$ cat src/source/ccl_pkg.sv
// shared image sizes, label widths and bus structs; imported by every stage and the testbench
package ccl_pkg;

    localparam int IMG_W      = 32;
    localparam int IMG_H      = 16;
    localparam int NUM_LABELS = 256;    // label 0 is background
    localparam int FIFO_DEPTH = 512;    // one entry per pixel, never fills

    typedef logic [4:0]  x_t;
    typedef logic [3:0]  y_t;
    typedef logic [7:0]  label_t;
    typedef logic [9:0]  area_t;        // up to 512
    typedef logic [11:0] perim_t;       // up to 2048

    // two provisional labels that belong to one component
    typedef struct packed {
        label_t a;
        label_t b;
    } union_req_t;

    // per pixel table update
    typedef struct packed {
        label_t     label;
        logic [2:0] incr;               // perimeter increment 0, 2 or 4
    } pix_update_t;

    // table entry and output record
    typedef struct packed {
        area_t  area;
        perim_t perimeter;
    } obj_info_t;

endpackage

$ cat src/source/result_emit.sv
// second pass: resolves every label to its root, merges stats, then streams one record per root
`timescale 1ns/1ps

module result_emit import ccl_pkg::*; (
    input  logic      clk,
    input  logic      rst_fifo,
    input  logic      frame_end_i,
    input  label_t    label_count_i,
    input  logic      overflow_i,
    input  logic      engine_idle_i,
    input  logic      find_done_i,
    input  label_t    find_root_i,
    input  obj_info_t rd_stat_i,
    output logic      find_req_o,
    output label_t    find_label_o,
    output logic      merge_o,
    output label_t    merge_src_o,
    output label_t    merge_dst_o,
    output label_t    rd_label_o,
    output logic      obj_valid_o,
    output obj_info_t obj_o,
    output logic      frame_done_o,
    output logic      label_overflow_o
);

    typedef enum logic [2:0] {
        wait_end,
        wait_idle,
        find,
        merge,
        emit,
        done
    } state_t;

    state_t                 state;
    label_t                 cur;
    label_t                 count_q;
    label_t                 root_q;
    logic [NUM_LABELS-1:0]  root_map;   // labels that are their own root
    logic                   last;

    assign last = (cur == count_q);

    always_ff @(posedge clk) begin
        if (rst_fifo) begin
            state            <= wait_end;
            obj_valid_o      <= 1'b0;
            frame_done_o     <= 1'b0;
            label_overflow_o <= 1'b0;
        end else begin
            obj_valid_o  <= (state == emit) && root_map[cur];
            frame_done_o <= (state == done);
            case (state)
                wait_end: begin
                    if (frame_end_i) begin
                        cur              <= 8'd1;
                        count_q          <= label_count_i;
                        root_map         <= '0;
                        label_overflow_o <= overflow_i;
                        state            <= wait_idle;
                    end
                end
                wait_idle: begin
                    // union queue drained before any lookup
                    if (engine_idle_i)
                        state <= (count_q == '0) ? done : find;
                end
                find: begin
                    if (find_done_i) begin
                        root_q <= find_root_i;
                        if (find_root_i == cur) begin
                            root_map[cur] <= 1'b1;
                            cur           <= last ? 8'd1 : cur + 1'b1;
                            state         <= last ? emit : wait_idle;
                        end else begin
                            state <= merge;
                        end
                    end
                end
                merge: begin
                    cur   <= last ? 8'd1 : cur + 1'b1;
                    state <= last ? emit : wait_idle;
                end
                emit: begin
                    obj_o <= rd_stat_i;
                    if (last)
                        state <= done;
                    else
                        cur <= cur + 1'b1;
                end
                done: state <= wait_end;
                default: state <= wait_end;
            endcase
        end
    end

    assign find_req_o   = (state == wait_idle) && engine_idle_i && (count_q != '0);
    assign find_label_o = cur;
    assign merge_o      = (state == merge);   // root is always below cur, so already final
    assign merge_src_o  = cur;
    assign merge_dst_o  = root_q;
    assign rd_label_o   = cur;

endmodule

$ cat config.mk
export PLATFORM = sky130hd
export DESIGN_NAME = result_emit
export DESIGN_NICKNAME = d
export VERILOG_FILES = /design/src/source/ccl_pkg.sv /design/src/source/result_emit.sv
export SDC_FILE = /design/constraint.sdc
export NUM_CORES = 1
export LEC_CHECK = 0
export BUFFER_PORTS_ARGS = -buffer_cell sky130_fd_sc_hd__buf_4
export CORE_ASPECT_RATIO = 1.1
export CORE_UTILIZATION = 61
export DETAILED_ROUTE_END_ITERATION = 6
export GPL_ROUTABILITY_DRIVEN = 0
export HOLD_SLACK_MARGIN = 0.1
export PLACE_DENSITY = 0.8
export SYNTH_ARGS = -nofsm -noshare
export SYNTH_HDL_FRONTEND = slang
export SYNTH_SLANG_ARGS = --single-unit
$ cat constraint.sdc
create_clock -name clk -period 10.1 [get_ports clk]
set_input_delay 0.505 -clock clk [delete_from_list [all_inputs] [get_ports clk]]
set_output_delay 0.505 -clock clk [all_outputs]
set_load 0.05 [all_outputs]
# Word-level counts from Yosys, hierarchy flattened

Cells that the tools add are included.
W data, S select, Z words.

Bits in registers: 308
Logic and storage cells: 66

$add $sub $neg: 1
$lt $le $gt $ge: 2
Eq/ne operators: 13
Mux-type cells: 22
Bitwise gates (word level): 2
Reduce and logical (&&, ||, !) cells: 16

Operator list:

| cell                  | number |
|---|---|
| $mux W256             | 3 |
| $pmux W256 S2         | 1 |
| $or A256 B256 Y256    | 1 |
| $mux W8               | 5 |
| $pmux W8 S4           | 1 |
| $mux W3               | 7 |
| $eq A8 B8 Y1          | 2 |
| $pmux W3 S5           | 1 |
| $ne A2 B2 Y1 const B  | 6 |
| $lt A8 B9 Y1 const B  | 1 |
| $add A8 B1 Y8 const B | 1 |
| $bmux W1 S8           | 1 |
| $demux W1 S8          | 1 |
| $ge A8 B1 Y1 const B  | 1 |
| $logic_not A8 Y1      | 1 |
| $reduce_bool A8 Y1    | 1 |
| $eq A3 B2 Y1 const B  | 2 |
| $eq A3 B3 Y1 const B  | 2 |
| $reduce_and A3 Y1     | 2 |
| $reduce_and A6 Y1     | 1 |
| $reduce_and A5 Y1     | 1 |
| $logic_and A1 B1 Y1   | 4 |
| $reduce_and A2 Y1     | 2 |
| $reduce_and A4 Y1     | 1 |
| other kinds (6)       | 7 |

# Longest topological paths before layout

Word-level depth: 8
Depth in mapped cells: 11
Gate-level depth less buffers: 7

# Worst setup path after synthesis

OpenSTA, ideal clock, no wires.

Path kind: flip-flop to flip-flop
From: register cur[1], in the netlist find_label_o[1]
To: register root_map[0], enable pin
Setup time: 0.610 ns
Arrival: 6.864 ns
Data required time: 9.490 ns
Setup slack: 2.626 ns
Stages on the path, launching flop included: 8
Cells stage by stage: edfxtp_1 buf_8 buf_4 buf_4 xnor2_1 nand4_1 nor2_1 o211a_1

Cells in the longest elaborated chain, start to end: 3

Ends and longest elaborated chain:

| item                               | RTL line          | text |
|---|---|---|
| start, declared                    | result_emit.sv:36 | `label_t cur;` |
| start signal, assigned             | result_emit.sv:73 | `cur <= last ? 8'd1 : cur + 1'b1;` |
| start signal, assigned             | result_emit.sv:81 | `cur <= last ? 8'd1 : cur + 1'b1;` |
| start signal, assigned             | result_emit.sv:89 | `cur <= cur + 1'b1;` |
| $eq A8 B8 Y1                       | result_emit.sv:71 | `if (find_root_i == cur) begin` |
| $ne A2 B2 Y1 (no source line)      | -                 |  |
| $reduce_and A5 Y1 (no source line) | -                 |  |
| end signal, assigned               | result_emit.sv:58 | `root_map <= '0;` |
| end signal, assigned by index      | result_emit.sv:72 | `root_map[cur] <= 1'b1;` |
| end, declared                      | result_emit.sv:39 | `logic [NUM_LABELS-1:0] root_map;` |

No other way between the ends.
A chain may end at the register's enable or synchronous reset.

# Worst setup path in the final report

From: register cur[7], in the netlist find_label_o[7]
To: register root_map[160], enable pin

Same word-level chain as after synthesis.

==> impl_metrics.py <==
metrics = {
    "worst_hold_path": {
        "hold_class": "input port to register",
    },
    "place": {
        "port_buffers": 102,
        "post-place-cells": 1562,
        "dpl.hpwl_um": 21800,
    },
    "sta": {
        "setup_tns_ns": 0,
        "relSlewSlack_pct": 12.4,
        "rsz0062_at_grt": "false",
        "finalMaxSlewViolations": 0,
        "tightest_slew_ns": 1.31,
        "fin_skew_ns": 0.0348,
        "hold_viol": 0,
        "setup_viol": 0,
        "fin_crit_ns": 3.54,
        "max_freq_ghz": 0.283,
        "post-route-period-util_pct": 35.0,
    },
    "yosys": {
        "syn_area_per_cell_um2": 12.0,
        "ys_seq_area_share_pct": 60.8,
        "syn_nets": 1310,
        "syn_area_mm2": 0.0151,
        "yosys.area.top_type_share_pct": 60.0,
        "synth_warnings": 0,
        "synthCells": 1262,
        "synth_edf_count": 302,
        "synth_cell_types": 60,
        "yosys-top-cells-area": "edfxtp_1 60%, a21oi_1 8.8%, nor2_1 7.3%",
        "synth_ff_type": "edfxtp_1",
        "synth_seq_cells": 308,
        "ys_async_sr_fraction_pct": 0,
        "yosysTopAreaCell": "edfxtp_1",
    },
    "clock_tree": {
        "cts_sinks": 308,
        "cts_root_buf": "clkbuf_16",
        "worstSkewPairLatency_ns": 0.58,
        "cts_resized": 0,
        "htreeDepth": 1,
        "cts_tree": "built",
        "cts_buffer_depth": 3,
        "numCtsBuffers": 31,
        "cts.clk_slew.worst_paths_ns": 0.06,
    },
    "final_layout": {
        "nets": 1358,
        "drive_above_1_share_pct": 16.2,
        "seqCellArea_mm2": 0.00919,
        "fillCellCount": 1677,
        "layout.cells.non_filler": 1642,
        "diodes": 0,
        "area_growth_pct": 11.9,
        "multiInputGateArea_mm2": 0.00518,
    },
    "global_routing": {
        "antenna_found_initial": 0,
        "grt_pass1_vias": 10400,
        "grt-ovfl-total": 0,
        "grt_max_degree": 196,
        "grt_util_all_layers_pct": 30.1,
        "grt_pass1_wl_um": 59100,
    },
    "floorplan": {
        "die_w_um": 152,
        "die_h_um": 167,
        "fp-row-count": 60,
        "coreArea_mm2": 0.0244,
        "dieArea_mm2": 0.0254,
        "io_pins": 103,
        "floorplan.initialDensity_pct": 61.9,
    },
    "power": {
        "p_per_area_mw_per_mm2": 190,
        "peakVddDrop_uv": 110,
        "power_leakage_nw": 5.92,
    },
    "route": {
        "drt_iter0_markers": 1378,
        "vias": 10800,
        "ant_nets": 0,
        "first_pass_iters": 7,
        "post-route-drc-count": 35,
        "wl_per_cell_um": 23.3,
        "wirelength_um": 38200,
        "vias_per_cell": 6.55,
    },
    "run": {
        "drv_cap": 0,
    },
    "setup_path": {
        "cp.arrival_ns": 3.71,
        "required_ns": 10.27,
        "critical_path_class": "register to register",
        "cp-end-kind": "register",
        "worstPathMaxFanout": 195,
        "startpoint_type": "register",
    },
    "run_status": {
        "violations": "design-rule violations",
        "status": "finished, violations left",
    },
}
[worst max-delay path, stage by stage, from the launching register on]
cell	delay, ns
edfxtp_1	0.81
xnor2_1	0.20
nand4_1	0.11
nor2_1	0.29
o211a_4	0.77
buf_12	0.81
[what timing repair did]
item                      in CTS  in global routing
buffers inserted               0                  0
hold endpoints to repair      21                  4
hold buffers                  21                  4
[power breakdown]
| part | total [mW] | internal (mW) | switching (mW) |
|---|---|---|---|
| clock network | 1.11 | 0.635 | 0.471 |
| logic | 0.494 | 0.176 | 0.318 |
| registers | 1.61 | 1.55 | 0.0639 |
[worst paths after layout]
kind	startpoint	endpoint	slack [ns]	cells past startpoint
worst max register to register	find_label_o[7]	root_map[160]	6.56	5
worst min register to register	label_overflow_o	label_overflow_o	0.50	2
worst max-delay path	find_label_o[7]	root_map[160]	6.56	5
worst min-delay path	label_count_i[3]	count_q[3]	0.11	1
[layout make-up]
class | count | share of cell area (%)
clock buffers | 45 | 5.08
clock inverters | 10 | 0.599
inverters | 10 | 0.222
multi-input cells | 815 | 30.6
flip-flops and latches | 308 | 54.3
well taps | 310 | 2.29
repair buffers | 144 | 6.84
[sequential cells by signal (all words and copies together), names as in the netlist]
register,flops
state,3
obj_o,22
find_label_o,8
merge_dst_o,8
root_map,256
obj_valid_o,1
frame_done_o,1
label_overflow_o,1
count_q,8
[logic make-up after synthesis]
| group | synth area share, % |
|---|---|
| muxes | 10.6 |
| buffers and inverters | 5.04 |
| DFF | 60.8 |
| adders and majority gates | 0.331 |
| AOI/OAI and AO/OA | 11.1 |
| and+or+nand+nor | 10.8 |
| xor gates and xnor gates | 1.28 |
[per-stage QoR]
step | utilization [%] | worst slack, ns | hold slack (ns) | power [mW] | instance area (um2)
6_report | 69.3 | 6.56 | 0.110 | 3.21 | 16900
5_1_grt | 69.3 | 6.38 | 0.0968 | 3.31 | 16900
4_1_cts | 69.1 | 6.55 | 0.102 | 3.21 | 16900
3_5_place_dp | 64.3 | 6.56 | 0.495 | 2.11 | 15700
3_3_place_gp | 64.3 | 6.64 | 0.478 | 2.10 | 15700
2_1_floorplan | - | 2.63 | 0.464 | 2.01 | 15100
[routing by layer]
| metal | share of wire, % | GRT usage [%] | vias up |
|---|---|---|---|
| met4 | 3.1 | 10.9 | 0 |
| met3 | 9.4 | 4.24 | 105 |
| met5 | 0 | 0 | - |
| met1 | 38 | 40.0 | 5274 |
| li1 | - | - | 4733 |
| met2 | 49 | 51.0 | 650 |
[cell usage in the layout (no fill, tap or decap), types with 3 or more instances in the layout]
master / count
a211oi_1: 5
a21oi_1: 267
a22oi_1: 6
a31oi_1: 3
and2_1: 13
and3_1: 6
buf_4: 118
clkbuf_1: 11
clkbuf_16: 31
clkbuf_8: 3
clkinv_1: 4
dfxtp_1: 6
dlygate4sd3_1: 25
edfxtp_1: 302
ha_1: 4
inv_1: 10
mux2i_1: 31
mux4_1: 12
mux4_2: 42
nand2_1: 19
nand2b_1: 5
nand3_1: 10
nand4_1: 3
nor2_1: 292
nor2b_1: 4
nor3_1: 15
nor4_1: 6
o211ai_1: 3
o21ai_0: 9
o22ai_1: 4
xnor2_1: 13
xor2_1: 9
[synthesized netlist by cell type (all sizes together), types with 4 or more instances]
master and number:
a211oi 5, a21oi 267, a22oi 6, and2 15, and3 7, buf 43, clkbuf 86, dfxtp 6
edfxtp 302, ha 4, inv 10, mux2i 31, mux4 54, nand2 19, nand2b 5, nand3 10
nor2 292, nor2b 4, nor3 15, nor4 7, o21ai 9, o22ai 4, or3 4, xnor2 13
xor2 9
Power figures use the tool's default switching activity.
