**config.mk**
```make
export PLATFORM = sky130hd
export DESIGN_NAME = pixel_decode
export DESIGN_NICKNAME = d
export VERILOG_FILES = /design/src/source/ccl_pkg.sv /design/src/source/pixel_decode.sv
export SDC_FILE = /design/constraint.sdc
export NUM_CORES = 1
export LEC_CHECK = 0
export BUFFER_PORTS_ARGS = -buffer_cell sky130_fd_sc_hd__buf_2
export CAP_MARGIN = 5
export CORE_MARGIN = 2
export CORE_UTILIZATION = 45
export CTS_CLUSTER_DIAMETER = 50
export CTS_CLUSTER_SIZE = 25
export DETAILED_ROUTE_END_ITERATION = 8
export GPL_TIMING_DRIVEN = 0
export MAX_ROUTING_LAYER = met4
export SLEW_MARGIN = 0
export SYNTH_ARGS = -nofsm -noshare
export SYNTH_HDL_FRONTEND = slang
export SYNTH_SLANG_ARGS = --single-unit
```
**constraint.sdc**
```tcl
create_clock -name clk -period 16.4 [get_ports clk]
set_clock_uncertainty 0.05 [all_clocks]
set_input_delay 3.28 -clock clk [delete_from_list [all_inputs] [get_ports clk]]
set_output_delay 3.28 -clock clk [all_outputs]
set_load 0.01 [all_outputs]
```
**src/source/ccl_pkg.sv**
```systemverilog
// shared image sizes, label widths and bus structs; imported by every stage and the testbench
package ccl_pkg;

    localparam int IMG_W      = 32;
    localparam int IMG_H      = 16;
    localparam int NUM_LABELS = 256;    // label 0 is background
    localparam int FIFO_DEPTH = 512;    // one entry per pixel, never fills

    typedef logic [4:0]  x_t;
    typedef logic [3:0]  y_t;
    typedef logic [7:0]  label_t;
    typedef logic [9:0]  area_t;        // up to 512
    typedef logic [11:0] perim_t;       // up to 2048

    // two provisional labels that belong to one component
    typedef struct packed {
        label_t a;
        label_t b;
    } union_req_t;

    // per pixel table update
    typedef struct packed {
        label_t     label;
        logic [2:0] incr;               // perimeter increment 0, 2 or 4
    } pix_update_t;

    // table entry and output record
    typedef struct packed {
        area_t  area;
        perim_t perimeter;
    } obj_info_t;

endpackage

```
**src/source/pixel_decode.sv**
```systemverilog
// first pass: assigns provisional labels to the pixel stream, feeds the stat tables and union queue
`timescale 1ns/1ps

module pixel_decode import ccl_pkg::*; (
    input  logic        clk,
    input  logic        rst_fifo,
    input  logic        frame_start_i,
    input  logic        pix_valid_i,
    input  logic        pix_i,
    output logic        upd_en_o,
    output pix_update_t upd_o,
    output logic        push_o,
    output union_req_t  push_req_o,
    output logic        frame_end_o,
    output label_t      label_count_o,
    output logic        overflow_o
);

    x_t     x;
    y_t     y;
    label_t line_buf [IMG_W];   // labels of the row above
    label_t left_q;
    label_t label_count;
    logic   overflow;

    label_t left_label;
    label_t above_label;
    label_t cur_label;
    logic   left_fg;
    logic   above_fg;
    logic   need_fresh;

    // border counts as background
    assign left_label  = (x == '0) ? '0 : left_q;
    assign above_label = (y == '0) ? '0 : line_buf[x];
    assign left_fg     = (left_label != '0);
    assign above_fg    = (above_label != '0);
    assign need_fresh  = !left_fg && !above_fg;

    always_comb begin
        if (!pix_i) begin
            cur_label = '0;
        end else if (need_fresh) begin
            cur_label = (label_count == label_t'(NUM_LABELS - 1)) ? '0 : label_count + 1'b1;
        end else if (left_fg && above_fg) begin
            cur_label = (left_label < above_label) ? left_label : above_label;
        end else begin
            cur_label = left_label | above_label;   // only one is nonzero
        end
    end

    assign upd_en_o    = pix_valid_i && (cur_label != '0);
    assign upd_o.label = cur_label;
    assign upd_o.incr  = 3'd4 - (left_fg ? 3'd2 : 3'd0) - (above_fg ? 3'd2 : 3'd0);

    // clash between two different neighbour labels
    assign push_o       = pix_valid_i && pix_i && left_fg && above_fg && (left_label != above_label);
    assign push_req_o.a = left_label;
    assign push_req_o.b = above_label;

    always_ff @(posedge clk) begin
        if (rst_fifo || frame_start_i) begin
            x           <= '0;
            y           <= '0;
            label_count <= '0;
            overflow    <= 1'b0;
            frame_end_o <= 1'b0;
        end else begin
            frame_end_o <= pix_valid_i && (x == x_t'(IMG_W - 1)) && (y == y_t'(IMG_H - 1));
            if (pix_valid_i) begin
                x <= x + 1'b1;  // wraps at the row end
                if (x == x_t'(IMG_W - 1))
                    y <= y + 1'b1;
                if (pix_i && need_fresh) begin
                    if (label_count == label_t'(NUM_LABELS - 1))
                        overflow <= 1'b1;   // sticky
                    else
                        label_count <= label_count + 1'b1;
                end
            end
        end
    end

    always_ff @(posedge clk) begin
        if (pix_valid_i) begin
            line_buf[x] <= cur_label;
            left_q      <= cur_label;
        end
    end

    assign label_count_o = label_count;
    assign overflow_o    = overflow;

endmodule

```
# After elaboration in Yosys (flattened, before gate mapping)
# Memory sizes are Yosys's and may differ from the RTL's. A register that Yosys moved wholly into a read port is not among the register bits.
# Index checks and enable logic that the tools add are counted.
dict set report classes {
  add_sub_neg 5
  n_reduce_logical 21
  div 0
  eq_ne 4
  magnitude_cmp 1
  bitwise_logic 2
  muxes 13
  mul 0
  shifts 0
}
# cell n
set op_table {}
lappend op_table {{$mux 8} 7}
lappend op_table {{$reduce_bool 8->1} 3}
lappend op_table {{$logic_and 1x1->1} 10}
lappend op_table {{$mux 5} 2}
lappend op_table {{$add 8x1->8 const B} 1}
lappend op_table {{$eq 8x8->1 const B} 1}
lappend op_table {{$lt 8x8->1} 1}
lappend op_table {{$ne 8x8->1} 1}
lappend op_table {{$or 8x8->8} 1}
lappend op_table {{$reduce_and 3->1} 2}
lappend op_table {{$add 5x1->5 const B} 1}
lappend op_table {{$eq 5x5->1 const B} 1}
lappend op_table {{$logic_not 5->1} 1}
lappend op_table {{$add 4x1->4 const B} 1}
lappend op_table {{$eq 4x4->1 const B} 1}
lappend op_table {{$logic_not 4->1} 1}
lappend op_table {{$mux 2} 2}
lappend op_table {{$sub 3x2->3} 1}
lappend op_table {{$sub 3x2->3 const A} 1}
lappend op_table {{$logic_not 1->1} 2}
lappend op_table {{$mux 1} 2}
lappend op_table {{$reduce_and 2->1} 1}
lappend op_table {{$logic_or 1x1->1} 1}
lappend op_table {{$not 1->1} 1}
dict set report totals {
  latch_bits 0
  word_cells 53
  output_inout_bits 39
  regBits 27
  ram_bits 256
  inputBits 5
  memories 1
  mem_bits_ro 0
}
# memory depth word_bits rd rd_clocked_by_memory_dff write_ports line
set mem_list {}
lappend mem_list {line_buf 32 8 1 1 1 pixel_decode.sv:21} ;# label_t line_buf [IMG_W];

# Logic depth before layout (Yosys ltp)
# Gate-level depths: netlist of the first run.
dict set report logic_depth {
  depth_word 9
  ltp_mapped 21
  ltp_nobuf 17
}

# Worst setup path after synthesis of the first run
# No wires, ideal clock.
dict set report synth_path {
  kind {flip-flop to output port}
  from {reg with a tool-made name}
  to {out upd_en_o}
  required_time_ns 13.070
  arrival_ns 5.380
  n_path_buf 3
  path_slack_ns 7.690
  stages_incl_launch_ff 15
  cell_sequence {dfxtp_1 -> buf_6 -> buf_2 -> mux4_2 -> mux2_2 -> mux4_2 -> nand2_1 -> inv_1 -> or4_1 -> ha_1 -> clkbuf_1 -> nor3_1 -> a21oi_1 -> o21ai_0 -> o41a_1}
}
# element line
set synth_rtl {}
lappend synth_rtl {{end: declaration} pixel_decode.sv:10} ;# output logic upd_en_o,

==> impl_metrics.csv, run 1 <==
group,metric,value,unit
synthesis,synth-async-reset-ratio,0,
placed_design,hpwlAfterDp,21660,um
synthesis,synth_area_leader_cell,"edfxtp_1",
power_and_ir_drop,clockPowerShare,0.441,
route,drtIter0Drc,702,
die,pin_count,44,
critical_path,critPathCaptureType,"primary output",
cells_and_area,layout-drive-gt1-share,0.1975,
die,fp.coreArea,26880,um^2
power_and_ir_drop,internal-power,0.001217,W
placed_design,preCtsSetupSlack,6.377,ns
clocking,root_buffer,"clkbuf_16",
power_and_ir_drop,p_comb_frac,0.047,
power_and_ir_drop,swShare,0.2252,
route,route.detailed.drc,0,
synthesis,yosys_warnings,0,
route,antenna_left,0,
clocking,insertion_delay,0.55,ns
sta,hold_viol_final,0,
synthesis,synth_edf_count,264,
sta,totalNegativeSetupSlack,0,ns
power_and_ir_drop,seqPwrFrac,0.513,
cells_and_area,fin_area,14150,um^2
route,avgViaCountPerCell,5.857,
die,die_area,28670,um^2
die,initial_utilization,0.4577,
sta,rsz0062_at_grt,"false",
sta,tightest_slew,1.073,ns
sta,post-route-min-period,10.58,ns
clocking,numCtsBuffers,29,
worst_hold_path,hp-start,"y[3]$_SDFFE_PP0P_",
worst_hold_path,hold_class,"register to register",
critical_path,start_kind,"register",
clocking,cts.path.max_buffers,3,
sta,drv_slew,0,
cells_and_area,final_util,0.5265,
sta,layout_setup_ws,5.817,ns
synthesis,ys_ff_latch,288,
global_routing,grt_antenna_before_repair,2,
placed_design,portBuffers,42,
route,drt-pass1-iter-count,5,
critical_path,crit_type,"register to primary output",
clocking,clkSlewWorstSetupHoldPaths,0.06,ns
power_and_ir_drop,p_total,0.001571,W
clocking,ctsResizeCount,0,
route,vias,7198,
synthesis,synthTopCellsByArea,"edfxtp_1 64%, mux4_2 6.6%, mux2i_1 5.0%, dfxtp_1 3.9%, ha_1 2.7%",
clocking,htree_levels,1,
critical_path,required,13.07,ns
die,rows,60,
synthesis,syn_inst,781,
synthesis,synth_area,12300,um^2
route,wl,31920,um
die,die_h,169.3,um
sta,finalCritPeriodShare,0.6453,
global_routing,grt_pass1_wl,47290,um
power_and_ir_drop,irDropWorstVdd,0.00009924,V
clocking,post-cts-setup-buffers,0,
critical_path,cp.arrival,7.25,ns
clocking,ctsHoldBuffers,0,
global_routing,grt.overflow.total,0,
placed_design,place.gp.congestion,0.9249,
critical_path,critPathMaxFanout,35,
synthesis,synth_fp_nets,813,
sta,setup_viol_count_final,0,
synthesis,ys_types,57,
synthesis,ys_seq_area_frac,0.6836,
power_and_ir_drop,p_switching,0.0003537,W
synthesis,synth_top_area_frac,0.6445,
die,dieWidth,169.3,um
run_status,status,"completed",
synthesis,syn_avg_cell_area,15.75,um^2
global_routing,grt_max_degree,36,
global_routing,grt_pass1_vias,7343,
route,wl_per_cell,25.97,um
clocking,cts_tree,"done",
clocking,cts.sinks,288,
global_routing,grtUsageTotal,0.2337,
power_and_ir_drop,power_leakage,4.806,nW
cells_and_area,nets,895,
sta,slew_headroom,0.2819,
flow_run,maxCapViolCount,0,
synthesis,synth-main-ff-cell,"edfxtp_1",
sta,fmax,94.49,MHz
cells_and_area,area_growth,15.03,%
power_and_ir_drop,p_per_area,111.0,nW/um^2
placed_design,placed_area,13080,um^2
## layer usage
layer | wire (um) | global-route usage | up-vias
met3 | 2235 | 0.04035 | 42
met1 | 13790 | 0.3196 | 3695
met5 | 0 | - | -
li1 | - | - | 3183
met4 | 465 | 0.04459 | 0
met2 | 15430 | 0.3752 | 278
## synth_stat cells, types with 2 or more instances
master and count:
a211oi_1 2, and3_1 8, buf_4 4, nand2_1 52, a22oi_1 20, nand2b_1 5
nand3_1 20, nand3b_1 6, o2111ai_1 3, nor3_1 9, nor4_1 2, or4_1 2
xor2_1 9, inv_1 27, or3_1 3, buf_6 2, dfxtp_1 24, o22ai_1 3
a31oi_1 4, edfxtp_1 264, a21oi_1 21, nor2b_1 8, a221o_1 3, nand4_1 8
nor2_1 59, and2_1 11, mux2i_1 62, ha_1 27, or2_2 3, o22a_1 3
o21ai_0 7, mux2_2 4, buf_2 15, clkbuf_1 13, xnor2_1 6, mux4_2 36
mux4_1 6
## cell type report
class	instances	area, um^2
Fill cell	2209	12730
Clock inverter	23	279.0
Clock buffer	31	733.2
Sequential cell	288	8408
Inverter	28	105.1
Timing Repair Buffer	51	344.1
Tap cell	341	426.7
Antenna cell	2	5.005
Multi-Input combinational cell	430	3669
Buffer	35	180.2
## flip-flops by register name, indices dropped and copies added, names as in the netlist, named ones only
| register | flops |
|---|---|
| x | 5 |
| y | 4 |
| left_q | 8 |
| frame_end_o | 1 |
| overflow_o | 1 |
| line_buf | 256 |
| label_count_o | 8 |
## metrics by stage
stage	hold WS [ns]	std cells
3_3_place_gp	0.4056	1164
6_report	0.4236	1229
2_1_floorplan	0.3904	781
4_1_cts	0.4271	1225
3_5_place_dp	0.4171	1171
5_1_grt	0.4554	1229
## kinds of logic (layout without fill, tap and decap cells)
group	count (synthesis)	in the layout	synth area share
DFF	288	288	0.6836
AOI/OAI and AO/OA	77	77	0.04282
and+or+nand+nor	202	202	0.07914
xor gates and xnor gates	15	15	0.01068
adders and majority gates	27	27	0.02746
other	1	3	0.0003049
buffers and inverters	63	168	0.02319
muxes	108	108	0.1328
## path summary, 6_finish.rpt
check	endpoint	slack, ns	cells past startpoint
hold / removal	frame_end_o$_SDFF_PP0_	0.42	2
hold reg to reg	frame_end_o$_SDFF_PP0_	0.42	2
setup / recovery	upd_en_o	5.82	20
setup reg to reg	line_buf[20][5]$_DFFE_PP_	10.30	17
## power by group through the flow
| stage | combinational (W) | sequential [W] | clock, W |
|---|---|---|---|
| final | 0.0000731 | 0.000806 | 0.000692 |
| after CTS | 0.0000716 | 0.000806 | 0.000702 |
| after floorplan | 0.0000417 | 0.000822 | 0 |
| after detailed placement | 0.0000713 | 0.000822 | 0 |
| after global placement | 0.0000661 | 0.000823 | 0 |
| after global routing | 0.0000790 | 0.000806 | 0.000732 |
## worst max-delay path, cell delays in order (launching register included)
cell	delay, ns
dfxtp_1	0.33
buf_6	0.17
buf_2	0.39
buf_2	0.46
buf_2	0.46
mux4_2	0.41
o2111ai_1	0.27
nand4_1	0.23
nand2_1	0.28
nand4_1	0.12
or4_1	0.53
inv_1	0.12
ha_1	0.20
clkbuf_1	0.37
nand2b_1	0.34
a21oi_1	0.06
and3b_1	0.19
a211o_1	0.65
or4b_1	0.61
o41a_1	0.34
buf_2	0.15
## placed cells by master (no fill, tap or decap), types with 4 or more instances in the layout
| cell | n |
|---|---|
| a21oi_1 | 20 |
| a22oi_1 | 20 |
| and2_1 | 11 |
| and3_1 | 8 |
| buf_2 | 60 |
| buf_4 | 5 |
| clkbuf_1 | 15 |
| clkbuf_16 | 30 |
| clkinv_2 | 4 |
| dfxtp_1 | 24 |
| edfxtp_1 | 264 |
| ha_1 | 27 |
| inv_1 | 27 |
| inv_6 | 5 |
| inv_8 | 5 |
| mux2_2 | 4 |
| mux2i_1 | 62 |
| mux4_1 | 6 |
| mux4_2 | 36 |
| nand2_1 | 52 |
| nand2b_1 | 5 |
| nand3_1 | 20 |
| nand3b_1 | 6 |
| nand4_1 | 8 |
| nor2_1 | 59 |
| nor2b_1 | 8 |
| nor3_1 | 7 |
| o21ai_0 | 6 |
| xnor2_1 | 6 |
| xor2_1 | 9 |
(Power assumes the default switching activity.)
==> run 2: changes to the inputs <==
Clock period 16.4 ns to 8.7 ns, I/O delays scaled along.
==> impl_metrics.csv, run 2 (synthesis results as in run 1) <==
group,metric,value,unit
clocking,numCtsBuffers,29,
sta,finalCritPeriodShare,0.9722,
global_routing,grt_max_degree,36,
global_routing,grt.overflow.total,0,
power_and_ir_drop,clockPowerShare,0.441,
sta,tightest_slew,1.071,ns
route,drt-met1-wl,13830,um
route,antenna_left,0,
sta,rsz0062_at_grt,"false",
die,die_area,28670,um^2
power_and_ir_drop,internal-power,0.002295,W
critical_path,critPathSlowestCell,"buf_1",
die,pin_count,44,
power_and_ir_drop,swShare,0.2257,
die,die_h,169.3,um
sta,drv_slew,0,
clocking,post-cts-setup-buffers,0,
route,top_layer,"met4",
run_status,status,"completed",
clocking,htree_levels,1,
cells_and_area,final_cell_mix,"264 x edfxtp_1, 62 x mux2i_1, 59 x nor2_1",
power_and_ir_drop,p_per_area,209.2,nW/um^2
cells_and_area,area_growth,15.17,%
clocking,root_buffer,"clkbuf_16",
clocking,insertion_delay,0.55,ns
cells_and_area,fillers,2209,
cells_and_area,final_cell_count_no_fill,1228,
die,dieWidth,169.3,um
placed_design,hpwlAfterDp,21660,um
route,wl_per_cell,26.06,um
flow_run,maxCapViolCount,0,
critical_path,critPathMaxFanout,35,
clocking,cts_tree,"done",
route,wl,32000,um
critical_path,critPathBufInv,6,
critical_path,required,6.91,ns
route,route.met3.wl,2204,um
power_and_ir_drop,p_switching,0.0006689,W
placed_design,dp.cells,1171,
power_and_ir_drop,power_leakage,4.808,nW
critical_path,cp_cell_sequence,"buf_2, buf_2, buf_1, mux2i_1, o22a_1, nand3_1, nand2_1, nand4_1, or4_1, inv_1, ha_1, clkbuf_2, nand2b_1, a21oi_1, and3b_1, a211o_2, or4b_1, o41a_1, buf_2",
cells_and_area,layout-drive-gt1-share,0.2009,
critical_path,crit_type,"register to primary output",
die,initial_utilization,0.4577,
cells_and_area,largest_reg_flops,256,
placed_design,portBuffers,42,
power_and_ir_drop,irDropWorstVdd,0.0001873,V
clocking,clkSlewWorstSetupHoldPaths,0.07,ns
clocking,cts.sinks,288,
critical_path,max_stage_delay,0.71,ns
critical_path,crit_top_cell,"buf_2",
critical_path,critPathCaptureType,"primary output",
global_routing,grt_pass1_wl,47300,um
critical_path,cp.arrival,6.67,ns
route,route.detailed.drc,0,
global_routing,grtUsageTotal,0.2338,
die,rows,60,
cells_and_area,nets,895,
critical_path,start_kind,"register",
route,avgViaCountPerCell,5.854,
sta,slew_headroom,0.2833,
route,vias,7189,
worst_hold_path,hold_class,"register to register",
sta,totalNegativeSetupSlack,0,ns
die,fp.coreArea,26880,um^2
global_routing,grt_pass1_vias,7337,
clocking,cts.path.max_buffers,3,
sta,post-route-min-period,8.458,ns
route,drt-pass1-iter-count,5,
power_and_ir_drop,seqPwrFrac,0.512,
sta,setup_viol_count_final,0,
critical_path,path_delay_family,"simple AND/OR/NAND/NOR gates",
placed_design,place.gp.congestion,0.9249,
cells_and_area,top_register,"line_buf",
global_routing,grt_antenna_before_repair,1,
route,route.met2.wl,15470,um
power_and_ir_drop,p_comb_frac,0.047,
cells_and_area,final_common_cell,"edfxtp_1",
sta,fmax,118.2,MHz
route,drtIter0Drc,689,
sta,hold_viol_final,0,
==> run 2: cell types whose count changed in the layout (fill, tap and decap cells not counted), sizes merged <==
cell,previous run,this run
buf,72,71
clkbuf,45,46
diode,2,1
==> run 2: power by group through the flow <==
stage | clock [W] | combinational [W] | sequential, W
5_1_grt | 0.00138 | 0.000149 | 0.00152
2_1_floorplan | 0 | 0.0000785 | 0.00155
4_1_cts | 0.00132 | 0.000135 | 0.00152
3_5_place_dp | 0 | 0.000134 | 0.00155
3_3_place_gp | 0 | 0.000125 | 0.00155
6_report | 0.00131 | 0.000139 | 0.00152
==> run 2: area by class of cell <==
| type | count | area [um^2] | share of cell area |
|---|---|---|---|
| inverters | 28 | 105.1 | 0.007419 |
| multi-input cells | 430 | 3676 | 0.2595 |
| plain buffers | 35 | 191.4 | 0.01351 |
| well taps | 341 | 426.7 | 0.03012 |
| clock buffers | 31 | 733.2 | 0.05176 |
| repair buffers | 51 | 344.1 | 0.02429 |
| diodes | 1 | 2.502 | 0.0001766 |
| flip-flops and latches | 288 | 8408 | 0.5935 |
| clock inverters | 23 | 279.0 | 0.01970 |
==> run 2: worst paths after layout <==
check | startpoint | slack [ns] | cells past startpoint | to
hold / removal | y[3]$_SDFFE_PP0P_ | 0.42 | 2 | frame_end_o$_SDFF_PP0_
setup reg to reg | register | 2.89 | 16 | line_buf[30][7]$_DFFE_PP_
setup / recovery | register | 0.24 | 19 | upd_en_o
hold reg to reg | y[3]$_SDFFE_PP0P_ | 0.42 | 2 | frame_end_o$_SDFF_PP0_
==> run 2: tightest hold or removal path, stage by stage, from the launching register on <==
cell	delay, ns
dfxtp_1	0.33
nand2_1	0.07
nor3_1	0.04
==> run 2: metal layers <==
metal  vias to the layer above  global-route usage
met5                         -                   -
met4                         0             0.04422
met3                        48             0.04035
met2                       247              0.3755
met1                      3713              0.3196
li1                       3181                   -
==> run 2: through the flow <==
step / total power, W / hold WS [ns] / worst slack, ns / cell area (um^2) / utilization
after floorplan: 0.001628 / 0.3904 / 1.530 / 12300 / -
after global placement: 0.001676 / 0.4056 / -1.400 / 12940 / 0.4814
after detailed placement: 0.001684 / 0.4171 / 0.2174 / 13080 / 0.4867
after CTS: 0.002978 / 0.4271 / 0.03147 / 14100 / 0.5247
after global routing: 0.003047 / 0.4554 / 0.04708 / 14170 / 0.5271
final: 0.002964 / 0.4232 / 0.2419 / 14170 / 0.5271
==> run 2: repair_timing <==
item / in CTS / in global routing
gates resized for setup: 4 / 4
endpoints found under the setup margin: 1 / 1
pin swaps: 0 / 0
hold buffers: 0 / 0
